File: config.mk
export PLATFORM = sky130hd
export DESIGN_NAME = cpu
export DESIGN_NICKNAME = d
export VERILOG_FILES = /design/src/logic/arch_defs_pkg.sv /design/src/logic/micro_defs_pkg.sv /design/src/logic/control_unit.sv /design/src/logic/alu.sv /design/src/logic/datapath.sv /design/src/logic/cpu.sv
export SDC_FILE = /design/constraint.sdc
export NUM_CORES = 1
export LEC_CHECK = 0
export ABC_AREA = 1
export BUFFER_PORTS_ARGS = -buffer_cell sky130_fd_sc_hd__buf_2
export CELL_PAD_IN_SITES_DETAIL_PLACEMENT = 1
export CELL_PAD_IN_SITES_GLOBAL_PLACEMENT = 1
export CORE_MARGIN = 5
export CORE_UTILIZATION = 44
export DETAILED_ROUTE_END_ITERATION = 10
export PLACE_DENSITY = 0.82
export REMOVE_ABC_BUFFERS = 1
export SLEW_MARGIN = 10
export SYNTH_ARGS = -nofsm -noshare
export SYNTH_HDL_FRONTEND = slang
export SYNTH_SLANG_ARGS = --single-unit
File: constraint.sdc
create_clock -name clk -period 6.85 [get_ports clk]
set_clock_uncertainty 0.05 [all_clocks]
set_input_delay 1.37 -clock clk [delete_from_list [all_inputs] [get_ports clk]]
set_output_delay 1.37 -clock clk [all_outputs]
set_load 0.05 [all_outputs]
File: src/logic/arch_defs_pkg.sv
package arch_defs_pkg;

    // Data bus and register width
    localparam int DATA_WIDTH = 8;
    // Address bus width
    localparam int ADDR_WIDTH = 16;

    // Program counter value after reset
    localparam logic [ADDR_WIDTH-1:0] RESET_VECTOR = 16'h0000;

    // Status register layout
    localparam int FLAG_COUNT = 3;
    localparam int FLAG_Z = 0;
    localparam int FLAG_C = 1;
    localparam int FLAG_N = 2;

    // Instruction set
    // Address operands come high byte first
    typedef enum logic [DATA_WIDTH-1:0] {
        NOP    = 8'h00,
        LDI_A  = 8'h01,
        LDA    = 8'h02,
        STA    = 8'h03,
        MOV_AB = 8'h04,
        ADD    = 8'h10,
        SUB    = 8'h11,
        AND_AB = 8'h12,
        OR_AB  = 8'h13,
        JMP    = 8'h20,
        JZ     = 8'h21,
        JC     = 8'h22,
        JN     = 8'h23,
        OUTA   = 8'h30,
        HLT    = 8'hff
    } opcode_t;

endpackage

File: src/logic/micro_defs_pkg.sv
package micro_defs_pkg;

    // Longest instruction takes this many steps
    localparam int MICRO_STEPS = 8;

    // ALU function select
    typedef enum logic [1:0] {
        ALU_ADD,
        ALU_SUB,
        ALU_AND,
        ALU_OR
    } alu_op_t;

    // Microstep counter states
    // T0 and T1 are always the fetch
    typedef enum logic [$clog2(MICRO_STEPS)-1:0] {
        T0,
        T1,
        T2,
        T3,
        T4,
        T5,
        T6,
        T7
    } micro_step_t;

endpackage

File: src/logic/control_unit.sv
`timescale 1ns/1ps

module control_unit
    import arch_defs_pkg::*;
    import micro_defs_pkg::*;
(
    input  logic                  clk,
    input  logic                  rst_n_i,
    input  opcode_t               opcode_i,
    input  logic [FLAG_COUNT-1:0] flags_i,
    // Internal bus sources
    output logic                  oe_ram_o,
    output logic                  oe_alu_o,
    output logic                  oe_a_o,
    output logic                  oe_b_o,
    output logic                  oe_tmp_o,
    // Register loads
    output logic                  load_a_o,
    output logic                  load_b_o,
    output logic                  load_tmp_o,
    output logic                  load_ir_o,
    output logic                  load_flags_o,
    output logic                  load_sets_zn_o,
    // Program counter and memory address register
    output logic                  pc_enable_o,
    output logic                  load_pc_high_o,
    output logic                  load_pc_low_o,
    output logic                  load_mar_pc_o,
    output logic                  load_mar_high_o,
    output logic                  load_mar_low_o,
    // Memory and output port
    output logic                  mem_write_o,
    output logic                  out_load_o,
    output logic                  halt_o,
    output alu_op_t               alu_op_o
);

    micro_step_t step;
    logic        last_step;
    logic        taken;

    // Branch condition
    // Flags are tested here and nowhere else
    always_comb begin
        unique case (opcode_i)
            JMP:     taken = 1'b1;
            JZ:      taken = flags_i[FLAG_Z];
            JC:      taken = flags_i[FLAG_C];
            JN:      taken = flags_i[FLAG_N];
            default: taken = 1'b0;
        endcase
    end

    // Step counter
    // Holds while halted so HLT stays decoded until reset
    always_ff @(posedge clk) begin
        if (!rst_n_i) begin
            step <= T0;
        end else if (last_step) begin
            step <= T0;
        end else if (!halt_o) begin
            step <= micro_step_t'(step + 3'd1);
        end
    end

    // ========================================================================
    // Microcode table
    // ========================================================================
    always_comb begin
        // Idle unless a step asks for it
        oe_ram_o        = 1'b0;
        oe_alu_o        = 1'b0;
        oe_a_o          = 1'b0;
        oe_b_o          = 1'b0;
        oe_tmp_o        = 1'b0;
        load_a_o        = 1'b0;
        load_b_o        = 1'b0;
        load_tmp_o      = 1'b0;
        load_ir_o       = 1'b0;
        load_flags_o    = 1'b0;
        load_sets_zn_o  = 1'b0;
        pc_enable_o     = 1'b0;
        load_pc_high_o  = 1'b0;
        load_pc_low_o   = 1'b0;
        load_mar_pc_o   = 1'b0;
        load_mar_high_o = 1'b0;
        load_mar_low_o  = 1'b0;
        mem_write_o     = 1'b0;
        out_load_o      = 1'b0;
        halt_o          = 1'b0;
        alu_op_o        = ALU_ADD;
        last_step       = 1'b0;

        if (step == T0) begin
            // Point memory at the next instruction
            load_mar_pc_o = 1'b1;
        end else if (step == T1) begin
            // Opcode into IR and step past it
            oe_ram_o    = 1'b1;
            load_ir_o   = 1'b1;
            pc_enable_o = 1'b1;
        end else begin
            case (opcode_i)
                LDI_A: begin
                    case (step)
                        T2: load_mar_pc_o = 1'b1;
                        T3: begin
                            oe_ram_o    = 1'b1;
                            load_tmp_o  = 1'b1;
                            pc_enable_o = 1'b1;
                        end
                        default: begin
                            // Immediate from TMP into A with Z and N
                            oe_tmp_o       = 1'b1;
                            load_a_o       = 1'b1;
                            load_flags_o   = 1'b1;
                            load_sets_zn_o = 1'b1;
                            last_step      = 1'b1;
                        end
                    endcase
                end
                LDA, STA: begin
                    case (step)
                        T2, T4: load_mar_pc_o = 1'b1;
                        T3: begin
                            // High address byte parked in TMP
                            oe_ram_o    = 1'b1;
                            load_tmp_o  = 1'b1;
                            pc_enable_o = 1'b1;
                        end
                        T5: begin
                            oe_ram_o       = 1'b1;
                            load_mar_low_o = 1'b1;
                            pc_enable_o    = 1'b1;
                        end
                        T6: begin
                            oe_tmp_o        = 1'b1;
                            load_mar_high_o = 1'b1;
                        end
                        default: begin
                            if (opcode_i == LDA) begin
                                oe_ram_o       = 1'b1;
                                load_a_o       = 1'b1;
                                load_flags_o   = 1'b1;
                                load_sets_zn_o = 1'b1;
                            end else begin
                                mem_write_o = 1'b1;
                            end
                            last_step = 1'b1;
                        end
                    endcase
                end
                ADD, SUB, AND_AB, OR_AB: begin
                    case (opcode_i)
                        SUB:     alu_op_o = ALU_SUB;
                        AND_AB:  alu_op_o = ALU_AND;
                        OR_AB:   alu_op_o = ALU_OR;
                        default: alu_op_o = ALU_ADD;
                    endcase
                    // T2 only lets the ALU latch
                    if (step == T3) begin
                        oe_alu_o     = 1'b1;
                        load_a_o     = 1'b1;
                        load_flags_o = 1'b1;
                        last_step    = 1'b1;
                    end
                end
                JMP, JZ, JC, JN: begin
                    case (step)
                        T2, T4: load_mar_pc_o = 1'b1;
                        T3: begin
                            oe_ram_o    = 1'b1;
                            load_tmp_o  = 1'b1;
                            pc_enable_o = 1'b1;
                        end
                        T5: begin
                            // MAR already holds the low byte address
                            if (taken) begin
                                oe_tmp_o       = 1'b1;
                                load_pc_high_o = 1'b1;
                            end
                        end
                        default: begin
                            if (taken) begin
                                oe_ram_o      = 1'b1;
                                load_pc_low_o = 1'b1;
                            end else begin
                                pc_enable_o = 1'b1;
                            end
                            last_step = 1'b1;
                        end
                    endcase
                end
                MOV_AB: begin
                    oe_a_o    = 1'b1;
                    load_b_o  = 1'b1;
                    last_step = 1'b1;
                end
                OUTA: begin
                    out_load_o = 1'b1;
                    last_step  = 1'b1;
                end
                HLT: halt_o = 1'b1;
                // NOP and unknown codes
                default: last_step = 1'b1;
            endcase
        end
    end

endmodule

File: src/logic/alu.sv
`timescale 1ns/1ps

module alu
    import arch_defs_pkg::*;
    import micro_defs_pkg::*;
(
    input  logic                  clk,
    input  logic                  rst_n_i,
    input  logic [DATA_WIDTH-1:0] a_i,
    input  logic [DATA_WIDTH-1:0] b_i,
    input  alu_op_t               alu_op_i,
    output logic [DATA_WIDTH-1:0] result_o,
    output logic                  zero_o,
    output logic                  carry_o,
    output logic                  negative_o
);

    // Extra top bit holds carry or borrow
    logic [DATA_WIDTH:0] wide;

    always_comb begin
        unique case (alu_op_i)
            ALU_ADD: wide = {1'b0, a_i} + {1'b0, b_i};
            // Top bit set when B exceeds A
            ALU_SUB: wide = {1'b0, a_i} - {1'b0, b_i};
            ALU_AND: wide = {1'b0, a_i & b_i};
            ALU_OR:  wide = {1'b0, a_i | b_i};
            default: wide = '0;
        endcase
    end

    // Result and flags latched every edge
    // Z and N follow the byte being registered
    always_ff @(posedge clk) begin
        if (!rst_n_i) begin
            result_o   <= '0;
            zero_o     <= 1'b0;
            carry_o    <= 1'b0;
            negative_o <= 1'b0;
        end else begin
            result_o   <= wide[DATA_WIDTH-1:0];
            zero_o     <= (wide[DATA_WIDTH-1:0] == '0);
            carry_o    <= wide[DATA_WIDTH];
            negative_o <= wide[DATA_WIDTH-1];
        end
    end

endmodule

File: src/logic/datapath.sv
`timescale 1ns/1ps

module datapath
    import arch_defs_pkg::*;
(
    input  logic                  clk,
    input  logic                  rst_n_i,
    // Internal bus sources
    input  logic                  oe_ram_i,
    input  logic                  oe_alu_i,
    input  logic                  oe_a_i,
    input  logic                  oe_b_i,
    input  logic                  oe_tmp_i,
    // Register loads
    input  logic                  load_a_i,
    input  logic                  load_b_i,
    input  logic                  load_tmp_i,
    input  logic                  load_ir_i,
    input  logic                  load_flags_i,
    input  logic                  load_sets_zn_i,
    // Program counter and memory address register
    input  logic                  pc_enable_i,
    input  logic                  load_pc_high_i,
    input  logic                  load_pc_low_i,
    input  logic                  load_mar_pc_i,
    input  logic                  load_mar_high_i,
    input  logic                  load_mar_low_i,
    // Incoming data
    input  logic [DATA_WIDTH-1:0] mem_data_i,
    input  logic [DATA_WIDTH-1:0] alu_result_i,
    input  logic                  alu_zero_i,
    input  logic                  alu_carry_i,
    input  logic                  alu_negative_i,
    output logic [ADDR_WIDTH-1:0] mem_address_o,
    output logic [DATA_WIDTH-1:0] a_o,
    output logic [DATA_WIDTH-1:0] b_o,
    output opcode_t               opcode_o,
    output logic [FLAG_COUNT-1:0] flags_o,
    output logic [ADDR_WIDTH-1:0] pc_o
);

    logic [DATA_WIDTH-1:0] bus;
    logic [DATA_WIDTH-1:0] tmp;
    logic [DATA_WIDTH-1:0] ir;
    logic [FLAG_COUNT-1:0] flags_next;

    // ========================================================================
    // Internal bus
    // ========================================================================
    // Priority mux in place of tri-states
    // Idle bus reads as zero
    always_comb begin
        if (oe_ram_i) begin
            bus = mem_data_i;
        end else if (oe_alu_i) begin
            bus = alu_result_i;
        end else if (oe_a_i) begin
            bus = a_o;
        end else if (oe_b_i) begin
            bus = b_o;
        end else if (oe_tmp_i) begin
            bus = tmp;
        end else begin
            bus = '0;
        end
    end

    // ========================================================================
    // Byte registers
    // ========================================================================
    always_ff @(posedge clk) begin
        if (!rst_n_i) begin
            a_o <= '0;
            b_o <= '0;
            tmp <= '0;
            ir  <= '0;
        end else begin
            if (load_a_i) a_o <= bus;
            if (load_b_i) b_o <= bus;
            // Scratch for immediates and address high bytes
            if (load_tmp_i) tmp <= bus;
            if (load_ir_i) ir <= bus;
        end
    end

    // Unlisted codes pass through and decode as NOP
    assign opcode_o = opcode_t'(ir);

    // Program counter
    // Byte loads for jumps and increment for sequential fetch
    always_ff @(posedge clk) begin
        if (!rst_n_i) begin
            pc_o <= RESET_VECTOR;
        end else if (load_pc_high_i) begin
            pc_o[ADDR_WIDTH-1:DATA_WIDTH] <= bus;
        end else if (load_pc_low_i) begin
            pc_o[DATA_WIDTH-1:0] <= bus;
        end else if (pc_enable_i) begin
            pc_o <= pc_o + ADDR_WIDTH'(1);
        end
    end

    // Memory address register drives the address bus directly
    always_ff @(posedge clk) begin
        if (!rst_n_i) begin
            mem_address_o <= '0;
        end else if (load_mar_pc_i) begin
            mem_address_o <= pc_o;
        end else if (load_mar_high_i) begin
            mem_address_o[ADDR_WIDTH-1:DATA_WIDTH] <= bus;
        end else if (load_mar_low_i) begin
            mem_address_o[DATA_WIDTH-1:0] <= bus;
        end
    end

    // ========================================================================
    // Status flags
    // ========================================================================
    always_comb begin
        if (load_sets_zn_i) begin
            // Loads judge the byte on the bus and clear carry
            flags_next[FLAG_Z] = (bus == '0);
            flags_next[FLAG_C] = 1'b0;
            flags_next[FLAG_N] = bus[DATA_WIDTH-1];
        end else begin
            flags_next[FLAG_Z] = alu_zero_i;
            flags_next[FLAG_C] = alu_carry_i;
            flags_next[FLAG_N] = alu_negative_i;
        end
    end

    always_ff @(posedge clk) begin
        if (!rst_n_i) begin
            flags_o <= '0;
        end else if (load_flags_i) begin
            flags_o <= flags_next;
        end
    end

endmodule

File: src/logic/cpu.sv
`timescale 1ns/1ps

module cpu
    import arch_defs_pkg::*;
    import micro_defs_pkg::*;
(
    input  logic                  clk,
    input  logic                  rst_n_i,
    // Memory bus
    input  logic [DATA_WIDTH-1:0] mem_data_i,
    output logic [ADDR_WIDTH-1:0] mem_address_o,
    output logic                  mem_read_o,
    output logic                  mem_write_o,
    output logic [DATA_WIDTH-1:0] mem_data_o,
    // Output port
    output logic                  out_load_o,
    output logic [DATA_WIDTH-1:0] out_data_o,
    // Status
    output logic                  halt_o,
    output logic                  flag_zero_o,
    output logic                  flag_carry_o,
    output logic                  flag_negative_o,
    // Debug taps
    output logic [ADDR_WIDTH-1:0] debug_pc_o,
    output logic [DATA_WIDTH-1:0] debug_ir_o
);

    // Control strobes
    logic oe_ram, oe_alu, oe_a, oe_b, oe_tmp;
    logic load_a, load_b, load_tmp, load_ir, load_flags, load_sets_zn;
    logic pc_enable, load_pc_high, load_pc_low;
    logic load_mar_pc, load_mar_high, load_mar_low;
    alu_op_t alu_op;

    // Datapath and ALU state
    opcode_t               opcode;
    logic [FLAG_COUNT-1:0] flags;
    logic [DATA_WIDTH-1:0] a;
    logic [DATA_WIDTH-1:0] b;
    logic [DATA_WIDTH-1:0] alu_result;
    logic                  alu_zero, alu_carry, alu_negative;

    // ========================================================================
    // External connections
    // ========================================================================
    // Memory reads whenever RAM drives the bus
    assign mem_read_o      = oe_ram;
    // Stores and the output port both take A
    assign mem_data_o      = a;
    assign out_data_o      = a;
    assign flag_zero_o     = flags[FLAG_Z];
    assign flag_carry_o    = flags[FLAG_C];
    assign flag_negative_o = flags[FLAG_N];
    assign debug_ir_o      = opcode;

    control_unit u_control_unit (
        .clk             (clk),
        .rst_n_i         (rst_n_i),
        .opcode_i        (opcode),
        .flags_i         (flags),
        .oe_ram_o        (oe_ram),
        .oe_alu_o        (oe_alu),
        .oe_a_o          (oe_a),
        .oe_b_o          (oe_b),
        .oe_tmp_o        (oe_tmp),
        .load_a_o        (load_a),
        .load_b_o        (load_b),
        .load_tmp_o      (load_tmp),
        .load_ir_o       (load_ir),
        .load_flags_o    (load_flags),
        .load_sets_zn_o  (load_sets_zn),
        .pc_enable_o     (pc_enable),
        .load_pc_high_o  (load_pc_high),
        .load_pc_low_o   (load_pc_low),
        .load_mar_pc_o   (load_mar_pc),
        .load_mar_high_o (load_mar_high),
        .load_mar_low_o  (load_mar_low),
        .mem_write_o     (mem_write_o),
        .out_load_o      (out_load_o),
        .halt_o          (halt_o),
        .alu_op_o        (alu_op)
    );

    alu u_alu (
        .clk        (clk),
        .rst_n_i    (rst_n_i),
        .a_i        (a),
        .b_i        (b),
        .alu_op_i   (alu_op),
        .result_o   (alu_result),
        .zero_o     (alu_zero),
        .carry_o    (alu_carry),
        .negative_o (alu_negative)
    );

    datapath u_datapath (
        .clk             (clk),
        .rst_n_i         (rst_n_i),
        .oe_ram_i        (oe_ram),
        .oe_alu_i        (oe_alu),
        .oe_a_i          (oe_a),
        .oe_b_i          (oe_b),
        .oe_tmp_i        (oe_tmp),
        .load_a_i        (load_a),
        .load_b_i        (load_b),
        .load_tmp_i      (load_tmp),
        .load_ir_i       (load_ir),
        .load_flags_i    (load_flags),
        .load_sets_zn_i  (load_sets_zn),
        .pc_enable_i     (pc_enable),
        .load_pc_high_i  (load_pc_high),
        .load_pc_low_i   (load_pc_low),
        .load_mar_pc_i   (load_mar_pc),
        .load_mar_high_i (load_mar_high),
        .load_mar_low_i  (load_mar_low),
        .mem_data_i      (mem_data_i),
        .alu_result_i    (alu_result),
        .alu_zero_i      (alu_zero),
        .alu_carry_i     (alu_carry),
        .alu_negative_i  (alu_negative),
        .mem_address_o   (mem_address_o),
        .a_o             (a),
        .b_o             (b),
        .opcode_o        (opcode),
        .flags_o         (flags),
        .pc_o            (debug_pc_o)
    );

endmodule

=== Yosys cells after proc, flatten, opt, wreduce, memory -nomap -nowiden ===
Cells that the tools add are included.

* $add $sub $neg: 4
* Eq/ne operators: 25
* Mux-type cells: 92
* Bitwise operators: 4
* Reductions and logical operators: 24

{| class="wikitable"
|+ Operators with widths
! cell !! number
|-
| $mux 8 || 10
|-
| $mux 1 || 63
|-
| $eq 8x6->1 const B || 5
|-
| $pmux 9 s4 || 1
|-
| $eq 8x5->1 const B || 4
|-
| $mux 16 || 2
|-
| $add 16x1->16 const B || 1
|-
| $eq 8x2->1 const B || 2
|-
| $logic_not 8->1 || 2
|-
| $pmux 1 s3 || 4
|-
| $reduce_or 4->1 || 3
|-
| $pmux 1 s2 || 5
|-
| $reduce_or 2->1 || 5
|-
| $add 8x8->9 || 1
|-
| $eq 3x3->1 const B || 3
|-
| $sub 8x8->9 || 1
|-
| $and 8x8->8 || 1
|-
| $eq 8x1->1 const B || 1
|-
| $eq 8x3->1 const B || 1
|-
| $eq 8x8->1 const B || 1
|-
| $or 8x8->8 || 1
|-
| $reduce_bool 2->1 || 4
|-
| $reduce_or 7->1 || 1
|-
| $eq 3x2->1 const B || 2
|-
| 17 further kinds || 25
|}

* Bits in registers: 81
* Input bits: 10
* Output and inout bits: 63
* Logic and storage cells: 163

=== Logic depth before layout (Yosys ltp) ===
* Depth in word-level cells: 14
* Depth in mapped cells: 23

=== By module ===
Synthesis repeated with hierarchy kept, for this count alone.

* Cells, all modules: 851
* Area, all modules: 5402.7 µm²

{| class="wikitable"
|+ Modules (own cells, without submodules)
! module !! instances !! cells an instance !! area an instance (µm²) !! seq. area each (µm²)
|-
| datapath || 1 || 514 || 3397.0 || 1341.3
|-
| alu || 1 || 183 || 1126.1 || 200.2
|-
| control_unit || 1 || 146 || 819.5 || 60.1
|-
| cpu || 1 || 8 || 60.1 || 0.0
|}

=== Worst setup path before layout ===
OpenSTA, ideal clock, no wires.

* Path kind: register to output
* From: reg u_datapath.ir[0], in the netlist u_datapath.opcode_o[0]
* To: out halt_o
* Arrival time: 2.153 ns
* Data required time: 5.430 ns
* Setup slack: 3.277 ns
* Stages on the path, launching flop included: 6
* Path buffers: 1
* Cells stage by stage: dfxtp_1 > buf_4 > nand2_1 > nor4_1 > inv_1 > nor2_1

* Word-level cells in the longest chain between the ends: 4

{| class="wikitable"
|+ Ends and longest elaborated chain
! what !! line !! source
|-
| start, declared || datapath.sv:44 || <nowiki>logic [DATA_WIDTH-1:0] ir;</nowiki>
|-
| start signal, assigned || datapath.sv:82 || <nowiki>if (load_ir_i) ir <= bus;</nowiki>
|-
| $eq 8x8->1 || control_unit.sv:103 || <nowiki>case (opcode_i)</nowiki>
|-
| $mux 1 || control_unit.sv:103 ||
|-
| $mux 1 || control_unit.sv:97 || <nowiki>end else if (step == T1) begin</nowiki>
|-
| $mux 1 || control_unit.sv:94 || <nowiki>if (step == T0) begin</nowiki>
|-
| end, declared || cpu.sv:19 || <nowiki>output logic halt_o,</nowiki>
|}

Every way passes these cells.

=== Worst setup path after layout ===
* From: reg u_control_unit.step[2]
* To: out mem_read_o

* Word-level cells in the longest chain between the ends: 6
* Elaborated cells on any way between the ends: 16
* Classes of those cells: eq/ne: 6; mux: 6; reduce/logical: 4

{| class="wikitable"
|+ Ends and longest elaborated chain
! what !! line !! source
|-
| start, declared || control_unit.sv:38 || <nowiki>micro_step_t step;</nowiki>
|-
| start signal, assigned || control_unit.sv:62 || <nowiki>step <= micro_step_t'(step + 3'd1);</nowiki>
|-
| $eq 3x2->1 (tied with other cells) || control_unit.sv:123, control_unit.sv:169 ||
|-
| $reduce_or 3->1 (no line) / $reduce_or 2->1 (equally long branches) || -- ||
|-
| $pmux 1 s2, on equally long branches || control_unit.sv:169, control_unit.sv:123 ||
|-
| $pmux 1 s3 || control_unit.sv:103 ||
|-
| $mux 1 || control_unit.sv:97 ||
|-
| $mux 1 * || control_unit.sv:94 ||
|-
| end, declared || cpu.sv:12 || <nowiki>output logic mem_read_o,</nowiki>
|}

Mark *: on every way between the ends. The rest lies on a longest branch, timed or not.

==> results by group <==
Run status
  – Outcome: finished, final reports clean

Routing
  – Detailed-route DRC error count: 0
  – DR vias: 5059
  – DR vias/cell: 5.49
  – Antenna Violating Nets Remaining: 0
  – Total detailed-routing wirelength: 16.3 mm
  – Average wire length per cell after detail routing: 17.7 um
  – Router iterations before antenna repair: 4
  – Number of violations reported at the end of detailed-routing iteration 0: 297

Yosys
  – Number of storage elements in the synthesis netlist: 80
  – Most repeated cell in the gate-level netlist after synthesis: nand2_1
  – Mean Syn Cell Area: 6.75 sq um
  – Synth Instances: 721
  – Number of enable-type register cells in the synthesized netlist: 0
  – Cell taking the most area after synthesis: dfxtp_1
  – Fraction of registers with async set/reset: 0%
  – Share of synthesized area occupied by flip-flops and latches: 32.9%
  – Number of distinct standard cells referenced by the synthesized netlist: 44
  – Share of the synthesized area in the top cell type: 32.9%
  – Most used flip-flop cell after synthesis: dfxtp_1
  – Top cells by area in the synthesized netlist: dfxtp_1 33%, nand2_1 12%, o21ai_0 6.6%
  – Leading cell types by count after synthesis: 162 x nand2_1, 80 x dfxtp_1, 74 x inv_1
  – Synth warnings: 0
  – Synth Cell Area: 4870 sq um

Placement
  – Total half-perimeter wirelength after legalization and detailed placement: 12.6 mm
  – Buffers added on ports: 72
  – Placed standard-cell area: 5260 sq um
  – Global placer's final weighted congestion: 0.957

Setup path
  – Required @ worst endpoint: 5430 ps
  – Slowest cell delay on critical path: 490 ps
  – Kind of critical path: flip-flop to output port
  – Kind of end point of the critical path: output port
  – Worst path slowest cell: dfxtp_1
  – Crit-path cells: inv_2 -> ha_1 -> nor2_2 -> nand2_1 -> a21oi_1 -> nand2_1 -> nand3_2 -> nand2_2 -> inv_1 -> buf_2
  – Critical path arrival: 2470 ps
  – Max FO, Critical Path: 11
  – Critical Path Most Common Cell: nand2_1
  – Type of element launching the critical path: flip-flop
  – Depth of the most critical reg-to-reg path: 22

STA
  – Final-layout worst hold slack: 451 ps
  – Crit path time final: 3890 ps
  – Worst Tran Pin Value: 1060 ps
  – Final count of pins violating max slew: 0
  – Max frequency: 0.257 GHz
  – Share of the clock period used by the worst path: 56.7%
  – Total Negative Setup Slacks: 0 ps
  – Final setup violation count: 0
  – Setup repair after global routing missed its margin: false
  – Worst rel slew slack: 29.2%
  – Count of endpoints failing hold in the final timing report: 0

Power and ir drop
  – Max rail drop VDD: 282 uV
  – LEAKAGE: 2.59 nW
  – Total power density per cell area: 470 nW/um^2

Cells and area
  – Diodes inserted: 0
  – Net count of the finished layout: 805
  – Core Util, Final: 50.3%
  – Area grow syn2layout: 12.1%
  – Fillers: 1506
  – Share of final-layout standard cells stronger than drive strength 1: 18.0%
  – Finished Cell Area: 5450 sq um

Global route
  – Global-route wire length before repair: 27.3 mm
  – Total track usage: 25.7%
  – Vias in the first global route: 5293
  – Number of antenna violations at the first check in global routing: 0
  – Total overflow reported by the global router: 0
  – Maximum number of pins on one net before global-route repair: 60

CTS
  – Resized Gates After CTS: 0
  – Total CTS buffers: 9
  – TritonCTS clock tree: yes
  – Clock network latency to the later pin of the worst-skew pair: 380 ps
  – Clock slew seen by the registers of the worst setup and hold paths: 90 ps
  – Deepest level of the CTS H-tree: 3
  – Clock root cell: clkbuf_8
  – Post-CTS setup-driven buffer insertion count: 0
  – CTS max path bufs: 2
  – CTS hold repair buffers: 0
  – Clk sinks: 80

Floorplanning
  – Die Span X: 115 um
  – Initial standard-cell utilization of the core: 44.9%
  – Standard-cell row count: 38
  – Core outline area: 10800 sq um
  – Total Die Area: 13300 sq um
  – Overall die height: 115 um
  – # IOs: 73

Run
  – Max Cap Violations: 0

Min path
  – Depth of the worst hold-timing path: 2
  – Worst min path class: flip-flop to flip-flop
[cells in the final DEF, fill, tap and decap left out, types with 16 or more instances in the layout]
cell type,n
nor2_1,53
nand2_1,162
a31oi_1,21
nand3_1,56
inv_1,74
o21ai_0,64
buf_2,72
dfxtp_1,80
xor2_1,16
ha_1,17
a21oi_1,49
[stage by stage]
step | std cells | worst slack, ps | total power [mW]
6_report | 922 | 2960 | 2.56
3_3_place_gp | 906 | 3340 | 2.15
4_1_cts | 922 | 2960 | 2.57
5_1_grt | 922 | 2790 | 2.75
3_5_place_dp | 906 | 3170 | 2.20
2_1_floorplan | 691 | 3320 | 1.80
[cell type report]
cell class	instances	area [sq um]	share of cell area (%)
Sequential cell	80	1600	29.4
Multi-Input combinational cell	521	2760	50.6
Tap cell	140	175	3.21
Clock inverter	6	67.6	1.24
Clock buffer	10	128	2.34
Timing Repair Buffer	75	383	7.02
Inverter	90	338	6.20
[path summary, 6_finish.rpt]
path | startpoint | endpoint | slack (ps)
setup / recovery | u_control_unit.step[2] | mem_read_o | 2960
setup reg to reg | u_control_unit.step[0] | u_alu.result_o[7] | 3160
hold / removal | u_alu.carry_o | u_datapath.flags_o[1] | 450
hold reg to reg | u_alu.carry_o | u_datapath.flags_o[1] | 450
[logic make-up after synthesis]
| group | after synthesis | synth area share [%] |
|---|---|---|
| AOI/OAI and AO/OA | 164 | 18.8 |
| xor gates and xnor gates | 19 | 3.42 |
| adders and majority gates | 18 | 4.78 |
| buffers and inverters | 120 | 10.4 |
| DFF | 80 | 32.9 |
| and+or+nand+nor | 320 | 29.8 |
[report_power, final]
| part | switching (mW) | total (mW) | internal (mW) |
|---|---|---|---|
| sequential | 0.117 | 0.685 | 0.568 |
| combinational | 1.08 | 1.52 | 0.436 |
| clock | 0.191 | 0.361 | 0.170 |
[sequential cells by signal, indices dropped and copies added, names as in the netlist]
register	flops
u_alu.zero_o	1
u_control_unit.step	3
u_datapath.opcode_o	8
u_datapath.pc_o	16
u_datapath.tmp	8
u_datapath.mem_address_o	16
u_alu.carry_o	1
u_datapath.flags_o	3
u_datapath.b_o	8
u_alu.result_o	8
u_datapath.a_o	8
[critical path: cells and delay by family (launching register included)]
family	cells	cell delay, ps
AO/OA/AOI/OAI	1	140
adder cells (fa/ha/maj)	1	300
flip-flops	1	490
AND/OR/NAND/NOR	5	640
buffers and inverters	3	520
[routing by layer]
metal / track usage [%] / vias to the layer above / part of all wire [%]
li1: - / 2471 / -
met1: 34.2 / 2475 / 47
met2: 43.2 / 93 / 48
met3: 3.58 / 20 / 3.7
met4: 8.06 / 0 / 1.6
met5: 0 / - / 0
Note: power is estimated with default switching activity, not from simulation.
